<file path="config.mk">
export PLATFORM = sky130hd
export DESIGN_NAME = regex_command_ctrl
export DESIGN_NICKNAME = d
export VERILOG_FILES = /design/src/regex_pkg.sv /design/src/regex_command_ctrl.sv
export SDC_FILE = /design/constraint.sdc
export NUM_CORES = 1
export LEC_CHECK = 0
export ABC_AREA = 0
export BUFFER_PORTS_ARGS = -buffer_cell sky130_fd_sc_hd__buf_2
export CAP_MARGIN = 15
export CORE_AREA = 5 5 147 149
export CTS_CLUSTER_DIAMETER = 100
export DETAILED_ROUTE_END_ITERATION = 8
export DIE_AREA = 0 0 152 154
export GPL_TIMING_DRIVEN = 0
export PLACE_DENSITY = 0.49
export SLEW_MARGIN = 20
export SYNTH_ARGS = -nofsm -noshare
export SYNTH_HDL_FRONTEND = slang
export SYNTH_SLANG_ARGS = --single-unit
</file>
<file path="constraint.sdc">
create_clock -name clk -period 2.5 [get_ports clk]
set_input_delay 0.5 -clock clk [delete_from_list [all_inputs] [get_ports clk]]
set_output_delay 0.5 -clock clk [all_outputs]
set_load 0.02 [all_outputs]
</file>
<file path="src/regex_pkg.sv">
package regex_pkg;

    localparam int REG_WIDTH = 32;          // every host register

    localparam logic [7:0] TERMINATOR = 8'h00;   // end of text

    // host command register
    typedef enum logic [REG_WIDTH-1:0] {
        CMD_NOP          = 'd0,
        CMD_WRITE,
        CMD_READ,
        CMD_START,
        CMD_RESTART,
        CMD_READ_ELAPSED,
        CMD_RESET
    } cmd_e;

    typedef enum logic [REG_WIDTH-1:0] {
        STATUS_IDLE      = 'd0,
        STATUS_RUNNING,
        STATUS_ACCEPTED,
        STATUS_REJECTED,
        STATUS_ERROR
    } status_e;

    // any other opcode value is an error
    typedef enum logic [7:0] {
        OP_CHAR   = 8'h01,
        OP_ANY    = 8'h02,
        OP_JUMP   = 8'h03,
        OP_ACCEPT = 8'h04,
        OP_END    = 8'h05
    } opcode_e;

    typedef struct packed {
        opcode_e    opcode;     // upper byte
        logic [7:0] operand;    // char or jump target
    } instr_t;

    typedef struct packed {
        cmd_e                 cmd;
        logic [REG_WIDTH-1:0] address;
        logic [REG_WIDTH-1:0] data_in;
        logic [REG_WIDTH-1:0] start_cc_pointer;
    } cmd_regs_t;

    typedef struct packed {
        logic accept;
        logic error;
    } coproc_result_t;

endpackage
</file>
<file path="src/regex_command_ctrl.sv">
`timescale 1ns/1ns

module regex_command_ctrl #(
    parameter int READ_WIDTH       = 64,
    parameter int READ_ADDR_WIDTH  = 9,
    parameter int WRITE_WIDTH      = 32,
    parameter int WRITE_ADDR_WIDTH = 10
) (
    input  logic                              clk,
    input  logic                              reset_master,
    input  regex_pkg::cmd_regs_t              regs,
    output regex_pkg::status_e                status,
    output logic [regex_pkg::REG_WIDTH-1:0]   data_out,
    output logic                              core_reset,
    // memory ports
    output logic [READ_ADDR_WIDTH-1:0]        bram_r_addr,
    output logic                              bram_r_valid,
    input  logic [READ_WIDTH-1:0]             bram_r_data,
    output logic [WRITE_ADDR_WIDTH-1:0]       bram_w_addr,
    output logic [WRITE_WIDTH-1:0]            bram_w_data,
    output logic                              bram_w_en,
    // coprocessor side
    input  logic                              mem_req_valid,
    input  logic [READ_ADDR_WIDTH-1:0]        mem_req_addr,
    output logic                              mem_req_ready,
    output logic [READ_WIDTH-1:0]             mem_rsp_data,
    output logic                              start_valid,
    input  logic                              start_ready,
    input  logic                              result_valid,
    input  regex_pkg::coproc_result_t         result
);

    import regex_pkg::*;

    localparam int SEL_WIDTH = $clog2(READ_WIDTH / WRITE_WIDTH);   // half select bits

    status_e                status_next;
    logic [REG_WIDTH-1:0]   elapsed;
    logic [SEL_WIDTH-1:0]   rd_sel;         // which half of the read word
    logic                   host_owns;      // command port may touch memory
    logic                   cop_owns;       // read port lent to coprocessor
    logic                   cmd_read_en;
    logic                   start_xfer;

    assign core_reset = reset_master || (regs.cmd == CMD_RESET);

    //////////////////////////////////////////////////////////////////////
    // command decode and read port ownership
    //////////////////////////////////////////////////////////////////////

    assign host_owns   = (status != STATUS_RUNNING);
    assign start_valid = (status == STATUS_IDLE) && (regs.cmd == CMD_START);
    assign start_xfer  = start_valid && start_ready;
    assign cop_owns    = (status == STATUS_RUNNING) || start_valid;
    assign cmd_read_en = host_owns && (regs.cmd == CMD_READ);

    assign mem_req_ready = cop_owns;
    assign mem_rsp_data  = bram_r_data;     // coprocessor sees every read word

    assign bram_r_addr  = cop_owns ? mem_req_addr
                                   : regs.address[SEL_WIDTH +: READ_ADDR_WIDTH];
    assign bram_r_valid = cop_owns ? mem_req_valid : cmd_read_en;

    // writes allowed in every state but RUNNING
    assign bram_w_en   = host_owns && (regs.cmd == CMD_WRITE);
    assign bram_w_addr = regs.address[WRITE_ADDR_WIDTH-1:0];
    assign bram_w_data = regs.data_in[WRITE_WIDTH-1:0];

    // read data arrives a cycle late, so the half select is delayed too
    always_ff @(posedge clk)
    begin
        rd_sel <= regs.address[SEL_WIDTH-1:0];
    end

    always_comb
    begin
        data_out = '0;
        if (regs.cmd == CMD_READ_ELAPSED)
            data_out = elapsed;
        else if (cmd_read_en)
            data_out = REG_WIDTH'(bram_r_data[rd_sel*WRITE_WIDTH +: WRITE_WIDTH]);
    end

    //////////////////////////////////////////////////////////////////////
    // status FSM
    //////////////////////////////////////////////////////////////////////

    always_comb
    begin
        status_next = status;
        case (status)
            STATUS_IDLE:
            begin
                if (start_xfer)
                    status_next = STATUS_RUNNING;
            end
            STATUS_RUNNING:
            begin
                if (result_valid)
                begin
                    if (result.error)
                        status_next = STATUS_ERROR;    // error wins over accept
                    else if (result.accept)
                        status_next = STATUS_ACCEPTED;
                    else
                        status_next = STATUS_REJECTED;
                end
            end
            STATUS_ACCEPTED, STATUS_REJECTED, STATUS_ERROR:
            begin
                if (regs.cmd == CMD_RESTART)
                    status_next = STATUS_IDLE;
            end
            default:
            begin
                status_next = STATUS_IDLE;
            end
        endcase
    end

    always_ff @(posedge clk)
    begin
        if (core_reset)
        begin
            status  <= STATUS_IDLE;
            elapsed <= '0;
        end
        else
        begin
            status <= status_next;
            if (start_xfer)
                elapsed <= '0;                  // fresh count per run
            else if ((status == STATUS_RUNNING) && !(&elapsed))
                elapsed <= elapsed + 1'b1;      // saturates at all ones
        end
    end

endmodule

</file>
==> impl_metrics.env <==
export IMPL_status="finished with violations"
export IMPL_violations="negative setup slack"
export IMPL_clk_pin_slew_worst_paths_ns=0.06
export IMPL_viasPerCell=4.21
export IMPL_hold_depth=1
export IMPL_drt_first_pass_iters=4
export IMPL_power_mw=1.92
export IMPL_grt_pass1_wl_mm=24.0
export IMPL_core_mm2=0.0200
export IMPL_cts_max_level=2
export IMPL_io_buffers=276
export IMPL_wl_per_cell_um=14.5
export IMPL_cts_hold_buffers_added=0
export IMPL_synth_flop_cell="dfxtp_1"
export IMPL_syn_to_final_growth_pct=78.3
export IMPL_setup_violations=45
export IMPL_async_flop_share_pct=0
export IMPL_clockBufferDepth=2
export IMPL_layout_setup_ws_ns=-0.278
export IMPL_combPwrFrac_pct=35.5
export IMPL_leakagePower_nw=3.38
export IMPL_tightest_slew_ns=0.871
export IMPL_dp_hpwl_mm=12.6
export IMPL_rows=52
export IMPL_die_w_um=152
export IMPL_yosysWarnings=0
export IMPL_finalCritPeriodShare_pct=111
export IMPL_vdd_drop_max_v=0.000222
export IMPL_synth_edff_count=0
export IMPL_critPathKind="input pin to primary output"
export IMPL_fin_crit_ns=2.78
export IMPL_crit_fanout=7
export IMPL_gr_total_overflow=0
export IMPL_regArea_um2=721
export IMPL_final_antenna_net_count=0
export IMPL_cts_made_buffers=5
export IMPL_vias=4620
export IMPL_finalMaxSlewViolations=0
export IMPL_seqPwrFrac_pct=30.2
export IMPL_rrSetupSlack_ns=0.17
export IMPL_track_usage_pct=12.3
export IMPL_synthCells=490
export IMPL_ys_types=55
export IMPL_post_synth_cell_area_avg_um2=8.10
export IMPL_hold_violations=0
export IMPL_ys_seq_area_share_pct=18.2
export IMPL_arrival_ns=2.28
export IMPL_intPower_mw=1.30
export IMPL_nFillCells=2088
export IMPL_n_antenna_cell=0
export IMPL_worstSetupStartpointType="input pin"
export IMPL_clk_latency_ns=0.28
export IMPL_rsz0062_at_grt="yes"
export IMPL_synth_area_mm2=0.00397
export IMPL_worstReg2RegStart="elapsed[21]"
export IMPL_holdPathEnd="rd_sel"
export IMPL_critPathRequiredTime_ns=2.00
export IMPL_cts_sinks=36
export IMPL_fin_tns_setup_ns=-10.15
export IMPL_reg2reg_depth=8
export IMPL_max_freq_mhz=360
export IMPL_rr_endpoint="elapsed[21]"
export IMPL_drive_above_1_share_pct=64.2
export IMPL_first_iter_violations=213
export IMPL_power_density_mw_per_mm2=271
export IMPL_hold_class="input pin to flip-flop"
export IMPL_maxCapViolCount=0
export IMPL_multi_input_area_mm2=0.00260
export IMPL_switching_share_pct=32.2
export IMPL_antenna_found_initial=0
export IMPL_hp_start="regs[64]"
export IMPL_drc=0
export IMPL_die_height_um=154
export IMPL_gp_congestion=0.784
export IMPL_fin_nets=1035
export IMPL_grt_pass1_vias=4560
export IMPL_power_net_switching_mw=0.617
export IMPL_skew_ns=0.00695
export IMPL_end_kind="primary output"
export IMPL_ys_ff_latch=36
export IMPL_grt_max_degree=12
export IMPL_root_buffer="clkbuf_16"
export IMPL_cts_tree="yes"
export IMPL_pin_count=392
export IMPL_initial_core_util_pct=19.8
export IMPL_drt_total_wl_mm=15.9
export IMPL_die_area_mm2=0.0234
export IMPL_clkPwrFrac_pct=34.3
export IMPL_slew_headroom_pct=42.0
-- state kept, by name, indices dropped and copies added (netlist names) --
| name | flops |
|---|---|
| status | 3 |
| rd_sel | 1 |
| elapsed | 32 |
-- metrics by stage --
stage	util, %	hold WS (ns)	setup slack, ns	instance area (µm²)	cells
finish	35.3	0.343	-0.278	7070	1097
global route	35.3	0.335	-0.387	7070	1097
CTS	33.1	0.340	-0.316	6630	1087
detailed placement	29.0	0.506	-1.06	5820	1064
global placement	29.0	0.509	-1.04	5820	1064
floorplan	-	0.469	-0.0196	4100	518
-- synthesized netlist by cell type, types with 7 or more instances --
master,count,area [µm²]
nor2_1,15,56.3
clkbuf_1,11,41.3
buf_4,139,1040
nand4_1,10,62.6
nand3_1,14,70.1
o21ai_0,16,80.1
nor3_1,7,35.0
nor4_1,10,62.6
o2bb2ai_1,32,280
o31ai_1,11,82.6
mux2i_1,32,320
nand2_1,16,60.1
dfxtp_1,36,721
or3_1,14,87.6
mux2_2,9,101
or4_1,11,82.6
a21oi_1,24,120
inv_1,9,33.8
and4_1,8,70.1
-- logic make-up (layout without fill, tap and decap cells) --
kind of cell    Yosys count  in the layout  synth area share (%)
xor+xnor                  5              5                  1.10
simple gates            136            136                  21.8
fa+ha+maj                 1              1                 0.315
mux                      41             41                  10.6
flops                    36             36                  18.2
compound gates          103            103                  18.4
buf+inv                 167            476                  29.5
other cells               1             29                0.0945
-- power groups by stage --
stage	registers, mW	logic (mW)	clock network (mW)
finish	0.579	0.680	0.658
global route	0.579	0.730	0.695
CTS	0.579	0.671	0.673
detailed placement	0.592	0.642	0
global placement	0.592	0.640	0
floorplan	0.593	0.412	0
-- worst max-delay path, cell delays in order --
cell and delay (ns):
buf_6 0.09, nor4_4 0.31, nand4_1 0.15, buf_6 0.15, or3_4 0.38, nor2_4 0.11
buf_12 0.17, clkbuf_16 0.16, o2bb2ai_2 0.11, buf_6 0.14
-- layout make-up --
class / instances / area share [%]
clock buffers: 7 / 2.02
plain buffers: 158 / 17.3
well taps: 270 / 4.78
flip-flops and latches: 36 / 10.2
clock inverters: 1 / 0.106
repair buffers: 301 / 28.4
multi-input cells: 315 / 36.8
inverters: 9 / 0.478
-- repair_timing --
item | in CTS | in global routing
pin swaps | 8 | 13
gates cloned | 3 | 4
resized for setup | 126 | 58
setup buffers | 13 | 7
setup endpoints to repair | 76 | 57
-- layout by cell type (no fill, tap or decap), types with 7 or more instances in the layout --
| cell type | instances |
|---|---|
| buf_2 | 231 |
| buf_4 | 150 |
| buf_6 | 54 |
| dfxtp_1 | 36 |
| mux2i_1 | 32 |
| conb_1 | 29 |
| o2bb2ai_2 | 27 |
| a21oi_1 | 24 |
| nand2_1 | 15 |
| nor2_1 | 14 |
| o21ai_0 | 14 |
| nand3_1 | 13 |
| or3_1 | 13 |
| o31ai_1 | 11 |
| or4_1 | 11 |
| nand4_1 | 10 |
| clkbuf_16 | 10 |
| mux2_2 | 8 |
| inv_1 | 8 |
| and4_1 | 8 |
| clkbuf_1 | 7 |
-- metal layers --
layer	track usage [%]	part of all wire [%]	vias to the layer above
li1	-	-	2332
met5	0	0	-
met4	1.16	0.57	0
met2	22.4	51	193
met1	15.0	41	2083
met3	3.37	7.4	12
-- worst max path at each step --
stage	cells past startpoint	endpoint	start	slack, ns
after floorplan	6	data_out[12]	regs[109]	-0.02
after global placement	8	data_out[25]	regs[99]	-1.04
after detailed placement	8	data_out[26]	regs[99]	-1.06
after CTS	10	data_out[8]	regs[126]	-0.32
after global routing	10	data_out[10]	regs[105]	-0.39
final	10	data_out[2]	regs[105]	-0.28
Note: power is estimated with default switching activity, not from simulation.
