**config.mk**
```make
export PLATFORM = sky130hd
export DESIGN_NAME = regex_coprocessor
export DESIGN_NICKNAME = d
export VERILOG_FILES = /design/src/regex_pkg.sv /design/src/regex_coprocessor.sv
export SDC_FILE = /design/constraint.sdc
export NUM_CORES = 1
export LEC_CHECK = 0
export BUFFER_PORTS_ARGS = -buffer_cell sky130_fd_sc_hd__buf_2
export CORE_MARGIN = 3
export CORE_UTILIZATION = 55
export CTS_BUF_LIST = sky130_fd_sc_hd__clkbuf_16
export DETAILED_ROUTE_END_ITERATION = 8
export PLACE_DENSITY = 0.86
export SLEW_MARGIN = 30
export SYNTH_ARGS = -nofsm -noshare
export SYNTH_HDL_FRONTEND = slang
export SYNTH_SLANG_ARGS = --single-unit
```
**constraint.sdc**
```tcl
create_clock -name clk -period 5.8 [get_ports clk]
set_input_delay 0.58 -clock clk [delete_from_list [all_inputs] [get_ports clk]]
set_output_delay 0.58 -clock clk [all_outputs]
set_load 0.05 [all_outputs]
```
**src/regex_pkg.sv**
```systemverilog
package regex_pkg;

    localparam int REG_WIDTH = 32;          // every host register

    localparam logic [7:0] TERMINATOR = 8'h00;   // end of text

    // host command register
    typedef enum logic [REG_WIDTH-1:0] {
        CMD_NOP          = 'd0,
        CMD_WRITE,
        CMD_READ,
        CMD_START,
        CMD_RESTART,
        CMD_READ_ELAPSED,
        CMD_RESET
    } cmd_e;

    typedef enum logic [REG_WIDTH-1:0] {
        STATUS_IDLE      = 'd0,
        STATUS_RUNNING,
        STATUS_ACCEPTED,
        STATUS_REJECTED,
        STATUS_ERROR
    } status_e;

    // any other opcode value is an error
    typedef enum logic [7:0] {
        OP_CHAR   = 8'h01,
        OP_ANY    = 8'h02,
        OP_JUMP   = 8'h03,
        OP_ACCEPT = 8'h04,
        OP_END    = 8'h05
    } opcode_e;

    typedef struct packed {
        opcode_e    opcode;     // upper byte
        logic [7:0] operand;    // char or jump target
    } instr_t;

    typedef struct packed {
        cmd_e                 cmd;
        logic [REG_WIDTH-1:0] address;
        logic [REG_WIDTH-1:0] data_in;
        logic [REG_WIDTH-1:0] start_cc_pointer;
    } cmd_regs_t;

    typedef struct packed {
        logic accept;
        logic error;
    } coproc_result_t;

endpackage
```
**src/regex_coprocessor.sv**
```systemverilog
`timescale 1ns/1ns

module regex_coprocessor #(
    parameter int READ_WIDTH      = 64,
    parameter int READ_ADDR_WIDTH = 9
) (
    input  logic                              clk,
    input  logic                              reset_master,
    input  logic                              start_valid,
    output logic                              start_ready,
    input  logic [regex_pkg::REG_WIDTH-1:0]   start_cc_pointer,
    output logic                              mem_req_valid,
    output logic [READ_ADDR_WIDTH-1:0]        mem_req_addr,
    input  logic                              mem_req_ready,
    input  logic [READ_WIDTH-1:0]             mem_rsp_data,
    output logic                              result_valid,
    output regex_pkg::coproc_result_t         result
);

    import regex_pkg::*;

    localparam int BYTE_SEL        = $clog2(READ_WIDTH / 8);       // byte within read word
    localparam int BYTE_ADDR_WIDTH = READ_ADDR_WIDTH + BYTE_SEL;
    localparam int INSTR_WIDTH     = $bits(instr_t);

    typedef enum logic [2:0] {
        IDLE,
        FETCH_INSTR,
        WAIT_INSTR,
        FETCH_CHAR,
        WAIT_CHAR,
        EXECUTE,
        DONE
    } state_e;

    state_e                     state;
    logic [7:0]                 pc;
    logic [BYTE_ADDR_WIDTH-1:0] cc;             // text byte pointer
    logic [BYTE_ADDR_WIDTH-1:0] instr_byte;     // byte address of instruction pc
    instr_t                     instr;
    instr_t                     fetched_instr;
    logic [7:0]                 ch;
    logic [7:0]                 fetched_char;
    logic                       exec_step;
    logic                       exec_jump;
    coproc_result_t             exec_res;

    assign instr_byte = BYTE_ADDR_WIDTH'({pc, 1'b0});

    //////////////////////////////////////////////////////////////////////
    // memory requests and response slicing
    //////////////////////////////////////////////////////////////////////

    assign start_ready   = (state == IDLE);
    assign result_valid  = (state == DONE);
    assign mem_req_valid = (state == FETCH_INSTR) || (state == FETCH_CHAR);
    assign mem_req_addr  = (state == FETCH_INSTR) ? instr_byte[BYTE_ADDR_WIDTH-1:BYTE_SEL]
                                                  : cc[BYTE_ADDR_WIDTH-1:BYTE_SEL];

    assign fetched_instr = instr_t'(mem_rsp_data[instr_byte[BYTE_SEL-1:0]*8 +: INSTR_WIDTH]);
    assign fetched_char  = mem_rsp_data[cc[BYTE_SEL-1:0]*8 +: 8];

    always_ff @(posedge clk)
    begin
        if (state == WAIT_INSTR)
            instr <= fetched_instr;
        if (state == WAIT_CHAR)
            ch <= fetched_char;
    end

    // opcode decode
    always_comb
    begin
        exec_step = 1'b0;       // go on with next instruction
        exec_jump = 1'b0;
        exec_res  = '0;
        case (instr.opcode)
            OP_CHAR:   exec_step = (ch == instr.operand);
            OP_ANY:    exec_step = (ch != TERMINATOR);
            OP_JUMP:   exec_jump = 1'b1;
            OP_ACCEPT: exec_res.accept = 1'b1;
            OP_END:    exec_res.accept = (ch == TERMINATOR);
            default:   exec_res.error = 1'b1;
        endcase
    end

    //////////////////////////////////////////////////////////////////////
    // engine FSM
    //////////////////////////////////////////////////////////////////////

    always_ff @(posedge clk)
    begin
        if (reset_master)
        begin
            state  <= IDLE;
            pc     <= '0;
            cc     <= '0;
            result <= '0;
        end
        else
        begin
            case (state)
                IDLE:
                begin
                    if (start_valid)
                    begin
                        cc    <= start_cc_pointer[BYTE_ADDR_WIDTH-1:0];
                        pc    <= '0;
                        state <= FETCH_INSTR;
                    end
                end
                FETCH_INSTR:
                begin
                    if (mem_req_ready)
                        state <= WAIT_INSTR;
                end
                WAIT_INSTR:
                begin
                    // jump and accept never look at the text
                    if ((fetched_instr.opcode == OP_JUMP) || (fetched_instr.opcode == OP_ACCEPT))
                        state <= EXECUTE;
                    else
                        state <= FETCH_CHAR;
                end
                FETCH_CHAR:
                begin
                    if (mem_req_ready)
                        state <= WAIT_CHAR;
                end
                WAIT_CHAR:
                begin
                    state <= EXECUTE;
                end
                EXECUTE:
                begin
                    if (exec_jump)
                    begin
                        pc    <= instr.operand;
                        state <= FETCH_INSTR;
                    end
                    else if (exec_step)
                    begin
                        pc    <= pc + 1'b1;
                        cc    <= cc + 1'b1;
                        state <= FETCH_INSTR;
                    end
                    else
                    begin
                        result <= exec_res;
                        state  <= DONE;
                    end
                end
                default:
                begin
                    state <= IDLE;      // DONE lasts a single cycle
                end
            endcase
        end
    end

endmodule

```
==> flow_summary.yaml, run 1 <==
run_status:
  outcome: "finished, final reports clean"
grt:
  overflow: 0
  grt_antenna_before_repair: 0
  grt_pass1_vias: 3038
  grt_pass1_wl_mm: 14.38
  grt_use_total: 0.2460
  grt_start_max_net_pins: 25
die:
  die_x_um: 85.02
  fp.dieArea_sq_um: 7228
  fp.coreArea_sq_um: 5991
  io_pins: 114
  num_rows: 28
  die_h_um: 85.02
  initial_core_util: 0.5733
routing:
  finalWirelength_mm: 8.784
  routed-via-count: 3127
  ant_nets: 0
  dr.pass1.iters: 5
  wl_per_cell_um: 18.04
  drt_iter0_drc: 348
  remaining_drc_errors: 0
  vias_per_cell: 6.421
placed_design:
  gp_congestion: 0.8572
  postPlaceCellArea_sq_um: 3921
  portBuffers: 93
  hpwl_mm: 6.647
  dp_cells: 479
worst_setup_path:
  crit_type: "flop to primary output"
  slowest_delay_ns: 0.60
  critPathBufInv: 1
  worst_ep_arrival_time_ns: 2.24
  required_ns: 5.22
  start_kind: "flop"
  setup.worst_path.end_class: "primary output"
  cpMaxStageDelayCell: "nor2_1"
  cp_max_fo: 13
  crit_family: "simple AND/OR/NAND/NOR gates"
  crit_chain: "nand2b_1 > nor2_1 > mux2_2 > buf_2"
power_and_ir_drop:
  vdd_drop_max_mv: 0.1367
  powerDensity_nw_per_um2: 251.2
  p_leak_nw: 1.651
clock_network:
  cts_tree: "yes"
  clock_path_buffers: 2
  cts_setup_buffers: 0
  cts_sinks: 49
  root_buffer: "clkbuf_16"
  ctsResizeCount: 0
  clk_pin_slew_ns: 0.06
  numCtsBuffers: 5
  clk_latency_ns: 0.28
  hold_buffers: 0
  ctsHtreeMaxLevel: 2
logic_synthesis:
  postSynth.asyncResetShare: 0
  syn-num-nets: 431
  yosysUniqueCellTypes: 57
  synth_area_sq_um: 3435
  ys_dominant_reg_cell: "dfxtp_1"
  synth-edff-count: 24
  ys_ff_latch: 49
  ys_seq_area_frac: 0.3556
  syn_inst: 329
  yosysWarningCount: 0
  avgSynthCellArea_sq_um: 10.44
final_layout:
  utilization: 0.6777
  multiInputGateArea_sq_um: 2095
  syn_to_final_growth_pct: 18.21
  fillerInstances: 453
  drive_gt1_frac: 0.3471
  n_antenna_cell: 0
  nets: 513
  design_area_sq_um: 4060
  instances_no_fill: 487
  regArea_sq_um: 1222
timing:
  setup_viol: 0
  fin_crit_ns: 2.821
  slew-limit-headroom: 0.4132
  rsz0062_at_grt: "no"
  clock.fmax_mhz: 354.5
  fin_skew_ns: 0.003766
  period_share: 0.4863
  hold_viol_final: 0
  drv_slew: 0
  setup_tns_ns: 0
  worst_pin_slew_ns: 0.8803
  fin_hold_ws_ns: 0.4871
min_path:
  hp-class: "flop to flop"
job:
  max_cap_violations: 0
-- cell families after synthesis --
kind of cell,Yosys count,share of synthesized area
and+or+nand+nor,127,0.1778
AOI/OAI and AO/OA,67,0.1424
DFF,49,0.3556
muxes,40,0.2401
buffers and inverters,28,0.03607
xor gates and xnor gates,16,0.04080
adders and majority gates,2,0.007285
-- power breakdown --
part           internal (W)  leakage (nW)  switching (W)  total, W
Combinational      0.000127          1.15       0.000160  0.000287
Clock              0.000157        0.0748       0.000120  0.000277
Sequential         0.000405         0.423      0.0000514  0.000456
-- synthesized netlist by cell type, types with 2 or more instances --
cell type	n	area [sq um]
buf_2	6	30.03
a221oi_1	2	17.52
a32o_1	2	20.02
nor2_1	23	86.33
xor2_1	15	131.4
o311ai_0	2	17.52
edfxtp_1	24	720.7
mux2i_1	4	40.04
buf_1	2	7.510
o22ai_1	2	12.51
a2111oi_0	5	43.79
o21a_1	3	22.52
nor3_1	7	35.03
mux4_2	27	608.1
and3_1	8	50.05
clkbuf_1	10	37.54
a21o_1	5	37.54
dfxtp_1	25	500.5
a211oi_1	4	30.03
nand4_1	8	50.05
o211ai_1	4	30.03
nand3_1	8	40.04
a21oi_1	13	65.06
o21ai_1	2	10.01
mux4_1	5	131.4
ha_1	2	25.02
nor2b_1	4	25.02
a311oi_1	3	26.28
mux2_2	4	45.04
o21ai_0	11	55.05
nand2_1	50	187.7
a211oi_2	2	25.02
inv_1	7	26.28
nor4_1	4	25.02
nand2b_1	4	25.02
-- registers in the layout (all words and copies together) (netlist names) --
| name | cells |
|---|---|
| instr | 16 |
| state | 3 |
| ch | 8 |
| pc | 8 |
| cc | 12 |
| result | 2 |
-- through the flow --
stage                     setup WS, ns  total power, W
after floorplan                  2.976       0.0006655
after global placement           3.165       0.0007354
after detailed placement         3.088       0.0007487
after CTS                        2.942        0.001021
after global routing             2.685        0.001069
final                            2.979        0.001020
-- final cells by class --
| type | instances | area share |
|---|---|---|
| clock buffer | 5 | 0.03082 |
| clock inverter | 3 | 0.003390 |
| sequential | 49 | 0.3011 |
| multi-input combinational | 252 | 0.5159 |
| tap | 75 | 0.02311 |
| timing repair buffer | 95 | 0.1183 |
| inverter | 8 | 0.007396 |
-- cell usage in the layout (no fill, tap or decap), drive strengths merged, types with 2 or more instances in the layout --
cell and instances:
a2111oi 5, a211oi 6, a21o 5, a21oi 13, a221oi 2, a311oi 3
a31oi 2, a32o 2, and2 2, and3 8, buf 95, clkbuf 5
clkinv 3, dfxtp 25, edfxtp 24, ha 2, inv 8, mux2 4
mux2i 4, mux4 32, nand2 50, nand2b 4, nand3 8, nand4 8
nor2 23, nor2b 4, nor3 8, nor4 4, o211ai 4, o21a 3
o21ai 13, o22ai 2, o311ai 2, or2 2, xor2 15
-- worst min-delay path, delay by kind of cell, from the launching register on --
| family | cells | cell delay (ns) |
|---|---|---|
| buf+inv | 1 | 0.05 |
| flops | 1 | 0.31 |
| compound gates | 1 | 0.07 |
-- metal layers --
| metal | share of wire | global-route usage | routed length (um) |
|---|---|---|---|
| met1 | 0.40 | 0.3304 | 3500 |
| met2 | 0.51 | 0.4145 | 4494 |
| met3 | 0.075 | 0.03398 | 662 |
| met4 | 0.014 | 0.07770 | 127 |
| met5 | 0 | 0 | 0 |
-- worst paths after layout --
kind                                          endpoint                    from  cells after the start  slack (ns)
worst max-delay path                   mem_req_addr[4]   state[0]$_SDFFE_PP0P_                      4        2.98
worst min-delay path            result[0]$_SDFFE_PP0P_  result[0]$_SDFFE_PP0P_                      2        0.49
worst max register to register      pc[1]$_SDFFE_PP0P_   state[0]$_SDFFE_PP0P_                      5        3.01
worst min register to register  result[0]$_SDFFE_PP0P_  result[0]$_SDFFE_PP0P_                      2        0.49
(Power assumes the default switching activity.)
==> run 2: changes to the inputs <==
--- a/config.mk
+++ b/config.mk
@@ -7,10 +7,10 @@
 export LEC_CHECK = 0
 export BUFFER_PORTS_ARGS = -buffer_cell sky130_fd_sc_hd__buf_2
 export CORE_MARGIN = 3
-export CORE_UTILIZATION = 55
+export CORE_UTILIZATION = 46
 export CTS_BUF_LIST = sky130_fd_sc_hd__clkbuf_16
 export DETAILED_ROUTE_END_ITERATION = 8
-export PLACE_DENSITY = 0.86
+export PLACE_DENSITY = 0.77
 export SLEW_MARGIN = 30
 export SYNTH_ARGS = -nofsm -noshare
 export SYNTH_HDL_FRONTEND = slang
==> constraint.sdc (replaced) <==
create_clock -name clk -period 2.5 [get_ports clk]
set_input_delay 0.25 -clock clk [delete_from_list [all_inputs] [get_ports clk]]
set_output_delay 0.25 -clock clk [all_outputs]
set_load 0.05 [all_outputs]
==> run 2 against run 1 <==
Net effect: final area up 4.7%; sequential share of layout area down 1.4 points; worst hold slack worse by 0.30 ns; first-iteration DRC count down 35%; critical endpoint is now state[1]$_SDFFE_PP0P_; largest power group unchanged.
==> flow_summary.yaml, run 2 (synthesis gave the netlist of run 1 again) <==
run_status:
  outcome: "finished, final reports clean"
clock_network:
  root_buffer: "clkbuf_16"
  ctsHtreeMaxLevel: 2
  cts_setup_buffers: 0
  clk_pin_slew_ns: 0.07
  clock_path_buffers: 2
  clk_latency_ns: 0.29
  numCtsBuffers: 5
  cts_sinks: 49
  cts_tree: "yes"
die:
  num_rows: 30
  die_x_um: 92.41
  io_pins: 114
  fp.dieArea_sq_um: 8540
  initial_core_util: 0.4893
  fp.coreArea_sq_um: 7019
  die_h_um: 92.41
final_layout:
  n_antenna_cell: 0
  nets: 529
  syn_to_final_growth_pct: 23.79
  instances_no_fill: 524
  final_cell_mix: "buf_2 (93), nand2_1 (50), mux4_2 (27)"
  drive_gt1_frac: 0.3715
  top_regs: "instr x16, cc x12"
  utilization: 0.6057
  design_area_sq_um: 4252
  final_common_cell: "buf_2"
  largest_register: "instr"
  largest_reg_flops: 16
worst_setup_path:
  crit_type: "flop to flop"
  required_ns: 2.69
  cp_max_fo: 12
  start_kind: "flop"
  setup.worst_path.end_class: "flop"
  slowest_delay_ns: 0.64
  worst_ep_arrival_time_ns: 2.59
  cpMaxStageDelayCell: "mux4_1"
  crit_chain: "buf_12 > mux4_1 > or4_4 > a211oi_2 > o21ai_1 > a21o_1"
placed_design:
  dp_cells: 516
  portBuffers: 93
  gp_congestion: 0.8415
  hpwl_mm: 7.013
  postPlaceCellArea_sq_um: 4079
routing:
  finalWirelength_mm: 9.214
  dr.pass1.iters: 4
  drt_iter0_drc: 226
  vias_per_cell: 5.990
  ant_nets: 0
  wl_per_cell_um: 17.58
  routed-via-count: 3139
  remaining_drc_errors: 0
timing:
  period_share: 0.9631
  setup_tns_ns: 0
  rsz0062_at_grt: "no"
  clock.fmax_mhz: 415.3
  fin_skew_ns: 0.003780
  setup_viol: 0
  hold_viol_final: 0
  slew-limit-headroom: 0.6234
  fin_hold_ws_ns: 0.1837
  worst_pin_slew_ns: 0.5627
  fin_crit_ns: 2.408
  drv_slew: 0
job:
  max_cap_violations: 0
power_and_ir_drop:
  p_leak_nw: 1.735
  powerDensity_nw_per_um2: 594.8
  vdd_drop_max_mv: 0.2917
grt:
  grt-busiest-layer: "met2"
  grt_antenna_before_repair: 0
  grt_pass1_wl_mm: 15.07
  met1_usage: 0.2730
  grt_use_total: 0.2206
  overflow: 0
  grt_start_max_net_pins: 25
  use_met2: 0.3940
  grt_pass1_vias: 3140
  grtUsageMet3: 0.03981
min_path:
  hp-class: "input pin to flop"
[run 2: path summary, 6_finish.rpt]
path / from / endpoint / slack, ns / depth (start not counted)
worst min-delay path: start_cc_pointer[3] / cc[3]$_SDFFE_PP0P_ / 0.18 / 3
worst max-delay path: pc[0]$_SDFFE_PP0P_ / state[1]$_SDFFE_PP0P_ / 0.09 / 6
worst min register to register: result[0]$_SDFFE_PP0P_ / result[0]$_SDFFE_PP0P_ / 0.48 / 2
worst max register to register: pc[0]$_SDFFE_PP0P_ / state[1]$_SDFFE_PP0P_ / 0.09 / 6
[run 2: power breakdown]
group	switching, W	internal (W)	total [W]	leakage [nW]
clock	0.000293	0.000468	0.000762	0.0775
combinational	0.000434	0.000323	0.000756	1.23
sequential	0.0000724	0.000939	0.00101	0.423
total	0.000799	0.00173	0.00253	1.74
[run 2: layout make-up]
| cell class | instances | area [sq um] |
|---|---|---|
| flip-flops and latches | 49 | 1221 |
| fillers | 582 | 2768 |
| well taps | 96 | 120.1 |
| repair buffers | 111 | 613.1 |
| clock inverters | 3 | 41.29 |
| clock buffers | 5 | 125.1 |
| inverters | 8 | 30.03 |
| multi-input cells | 252 | 2101 |
[run 2: stage by stage]
stage | total power (W) | setup WS, ns
floorplan | 0.001547 | 0.2534
global placement | 0.001747 | 0.1240
detailed placement | 0.001772 | 0.1110
CTS | 0.002529 | 0.09027
global route | 0.002650 | 0.03186
finish | 0.002529 | 0.09233
[run 2: repair_timing]
action                     4_1_cts  5_1_grt
gates resized for setup          0        1
hold buffers                     0        0
setup endpoints to repair        0        1
[run 2: metal layers]
layer,share of wire,vias up
met5,0,-
met4,0.014,0
met3,0.065,13
met2,0.52,136
met1,0.40,1513
li1,-,1477
[run 2: critical path: cells and delay by family, from the launching register on]
kind | cells | cell delay, ns
AND/OR/NAND/NOR | 1 | 0.45
flip-flops | 1 | 0.49
multiplexers | 1 | 0.64
AO/OA/AOI/OAI | 3 | 0.52
buffers and inverters | 1 | 0.20
==> run 3: changes to the inputs <==
--- a/config.mk
+++ b/config.mk
@@ -5,9 +5,10 @@
 export SDC_FILE = /design/constraint.sdc
 export NUM_CORES = 1
 export LEC_CHECK = 0
+export ABC_AREA = 1
 export BUFFER_PORTS_ARGS = -buffer_cell sky130_fd_sc_hd__buf_2
 export CORE_MARGIN = 3
-export CORE_UTILIZATION = 46
+export CORE_UTILIZATION = 47
 export CTS_BUF_LIST = sky130_fd_sc_hd__clkbuf_16
 export DETAILED_ROUTE_END_ITERATION = 8
 export PLACE_DENSITY = 0.77
==> run 3 against run 2 <==
Net effect: power increased by 4.8%; core utilization decreased by 1.1 points; critical endpoint is now mem_req_addr[2]; clock skew increased by 0.0029 ns.
==> flow_summary.yaml, run 3 <==
die:
  fp.dieArea_sq_um: 9027
  fp.coreArea_sq_um: 7486
  io_pins: 114
  die_x_um: 95.01
  die_h_um: 95.01
  num_rows: 31
  initial_core_util: 0.4974
logic_synthesis:
  syn-num-nets: 706
  synth_most_common_cell: "nand2_1"
  synth_top_family_by_area: "simple AND/OR/NAND/NOR gates"
  synth_area_sq_um: 3724
  yosysUniqueCellTypes: 34
  ys_ff_latch: 49
  yosys.area.top_type: "edfxtp_1"
  ys_seq_area_frac: 0.3280
  yosysWarningCount: 0
  postSynth.asyncResetShare: 0
  synth-edff-count: 24
  avgSynthCellArea_sq_um: 6.165
  syn_inst: 604
  synthTopCellsByArea: "edfxtp_1 (19%), nand2_1 (17%), dfxtp_1 (13%)"
  yosys.area_share.adder: 0.006720
  synthXorXnorAreaFrac: 0.01411
  synth_common_cells: "nand2_1 (166), nor2_1 (83), o21ai_0 (75)"
  yosys.area_share.simple: 0.3518
  synth_top_area_frac: 0.1935
  synth_compound_area_frac: 0.2009
  ys_dominant_reg_cell: "dfxtp_1"
  muxShareOfSynthArea: 0
timing:
  rsz0062_at_grt: "no"
  drv_slew: 0
  slew-limit-headroom: 0.5697
  worst_slack_ns: 0.2520
  hold_viol_final: 0
  period_share: 0.8992
  fin_crit_ns: 2.248
  clock.fmax_mhz: 444.8
  fin_skew_ns: 0.006646
  worst_pin_slew_ns: 0.6448
  setup_viol: 0
  setup_tns_ns: 0
  fin_hold_ws_ns: 0.2539
clock_network:
  cts_tree: "yes"
  numCtsBuffers: 5
  clk_latency_ns: 0.29
  ctsResizeCount: 0
  clk_pin_slew_ns: 0.06
  hold_buffers: 0
  cts_sinks: 49
  ctsHtreeMaxLevel: 2
  cts_setup_buffers: 0
  clock_path_buffers: 2
  root_buffer: "clkbuf_16"
final_layout:
  n_antenna_cell: 0
  drive_gt1_frac: 0.1866
  final_common_cell: "nand2_1"
  nets: 787
  top_regs: "instr x16, cc x12"
  fillerInstances: 720
  largest_register: "instr"
  largest_reg_flops: 16
  final_cell_mix: "nand2_1 (166), buf_2 (93), nor2_1 (82)"
  syn_to_final_growth_pct: 19.52
power_and_ir_drop:
  switchingPower_w: 0.0009253
  vdd_drop_max_mv: 0.2900
  p_comb_frac: 0.324
  finalPower_w: 0.002651
  powerDensity_nw_per_um2: 595.6
  clock_power_share: 0.310
  power.internal_w: 0.001725
  swShare: 0.3491
  power.share.sequential: 0.367
  p_leak_nw: 2.106
grt:
  grt_antenna_before_repair: 0
  grt_start_max_net_pins: 39
  grt_pass1_vias: 3784
  overflow: 0
  grt_use_total: 0.2483
  grt_pass1_wl_mm: 17.77
worst_setup_path:
  crit_chain: "inv_2 > nor2_2 > nand2_1 > o21ai_1 > buf_2"
  cp_max_fo: 16
  worst_ep_arrival_time_ns: 2.00
  crit_type: "flop to primary output"
  required_ns: 2.25
  slowest_delay_ns: 0.46
  cpMaxStageDelayCell: "dfxtp_1"
  start_kind: "flop"
  critPathBufInv: 2
  crit_family: "simple AND/OR/NAND/NOR gates"
  setup.worst_path.end_class: "primary output"
placed_design:
  pre_cts_ws_ns: 0.4143
  portBuffers: 93
  hpwl_mm: 8.172
  gp_congestion: 0.9117
job:
  max_cap_violations: 0
routing:
  routed-via-count: 4314
  drt_iter0_drc: 373
  ant_nets: 0
  finalWirelength_mm: 11.05
  wl_per_cell_um: 14.07
  remaining_drc_errors: 0
  vias_per_cell: 5.496
  dr.pass1.iters: 7
run_status:
  outcome: "finished, final reports clean"
min_path:
  hp-class: "input pin to flop"
==> run 3: cell count changes in the layout (fill, tap and decap cells not counted), sizes merged, moves of 6 or more <==
| cell | previous run | this run |
|---|---|---|
| o22ai | 2 | 12 |
| mux4 | 32 | 0 |
| and3 | 8 | 0 |
| xor2 | 15 | 4 |
| buf | 111 | 104 |
| nor2 | 23 | 83 |
| nand3 | 8 | 43 |
| nor3 | 8 | 15 |
| nand2 | 50 | 168 |
| inv | 7 | 58 |
| a21oi | 13 | 37 |
| a31oi | 2 | 8 |
| o21ai | 13 | 78 |
==> run 3: power groups by stage <==
stage	Combinational, W	Sequential [W]	Clock (W)
2_1_floorplan	0.000600	0.000975	0
3_3_place_gp	0.000825	0.000984	0
3_5_place_dp	0.000845	0.000987	0
4_1_cts	0.000849	0.000970	0.000827
5_1_grt	0.000957	0.000978	0.000854
6_report	0.000858	0.000972	0.000820
==> run 3: logic make-up after synthesis <==
| family | Yosys count |
|---|---|
| DFF | 49 |
| AOI/OAI and AO/OA | 141 |
| buffers and inverters | 89 |
| adders and majority gates | 2 |
| and+or+nand+nor | 317 |
| xor gates and xnor gates | 6 |
==> run 3: worst reg2reg max path: stages, from the launching register on <==
cell and delay [ns]:
dfxtp_1 0.46, inv_2 0.10, nor3_4 0.35, inv_2 0.24, nand2_1 0.17, nand2_2 0.23
inv_1 0.30, nand2_1 0.09, a21oi_1 0.16
==> run 3: final timing paths <==
| path | from | endpoint | slack, ns | cells after the start |
|---|---|---|---|---|
| worst max-delay path | state[0]$_SDFFE_PP0P_ | mem_req_addr[2] | 0.25 | 5 |
| worst min-delay path | mem_req_ready | state[1]$_SDFFE_PP0P_ | 0.25 | 4 |
| worst max register to register | state[0]$_SDFFE_PP0P_ | cc[8]$_SDFFE_PP0P_ | 0.33 | 8 |
| worst min register to register | result[0]$_SDFFE_PP0P_ | result[0]$_SDFFE_PP0P_ | 0.47 | 2 |
==> run 3: area by class of cell <==
type / instances / area (sq um) / area share
multi-input cells: 466 / 2151 / 0.4833
flip-flops and latches: 49 / 1221 / 0.2744
repair buffers: 104 / 548.0 / 0.1231
inverters: 59 / 221.5 / 0.04976
clock buffers: 6 / 150.1 / 0.03374
well taps: 99 / 123.9 / 0.02783
clock inverters: 2 / 35.03 / 0.007872
==> run 3: metal layers <==
metal / up-vias / routed length (um) / GRT usage
met5: - / 0 / 0
li1: 2160 / - / -
met1: 1925 / 4750 / 0.3531
met4: 0 / 218 / 0.07692
met3: 16 / 1027 / 0.03315
met2: 213 / 5051 / 0.3922
==> run 3: per-stage QoR <==
step           std cells  cell area (sq um)  utilization
6_report             785               4451       0.5945
2_1_floorplan        604               3734            -
5_1_grt              785               4451       0.5945
4_1_cts              785               4451       0.5945
3_3_place_gp         777               4265       0.5698
3_5_place_dp         777               4265       0.5698
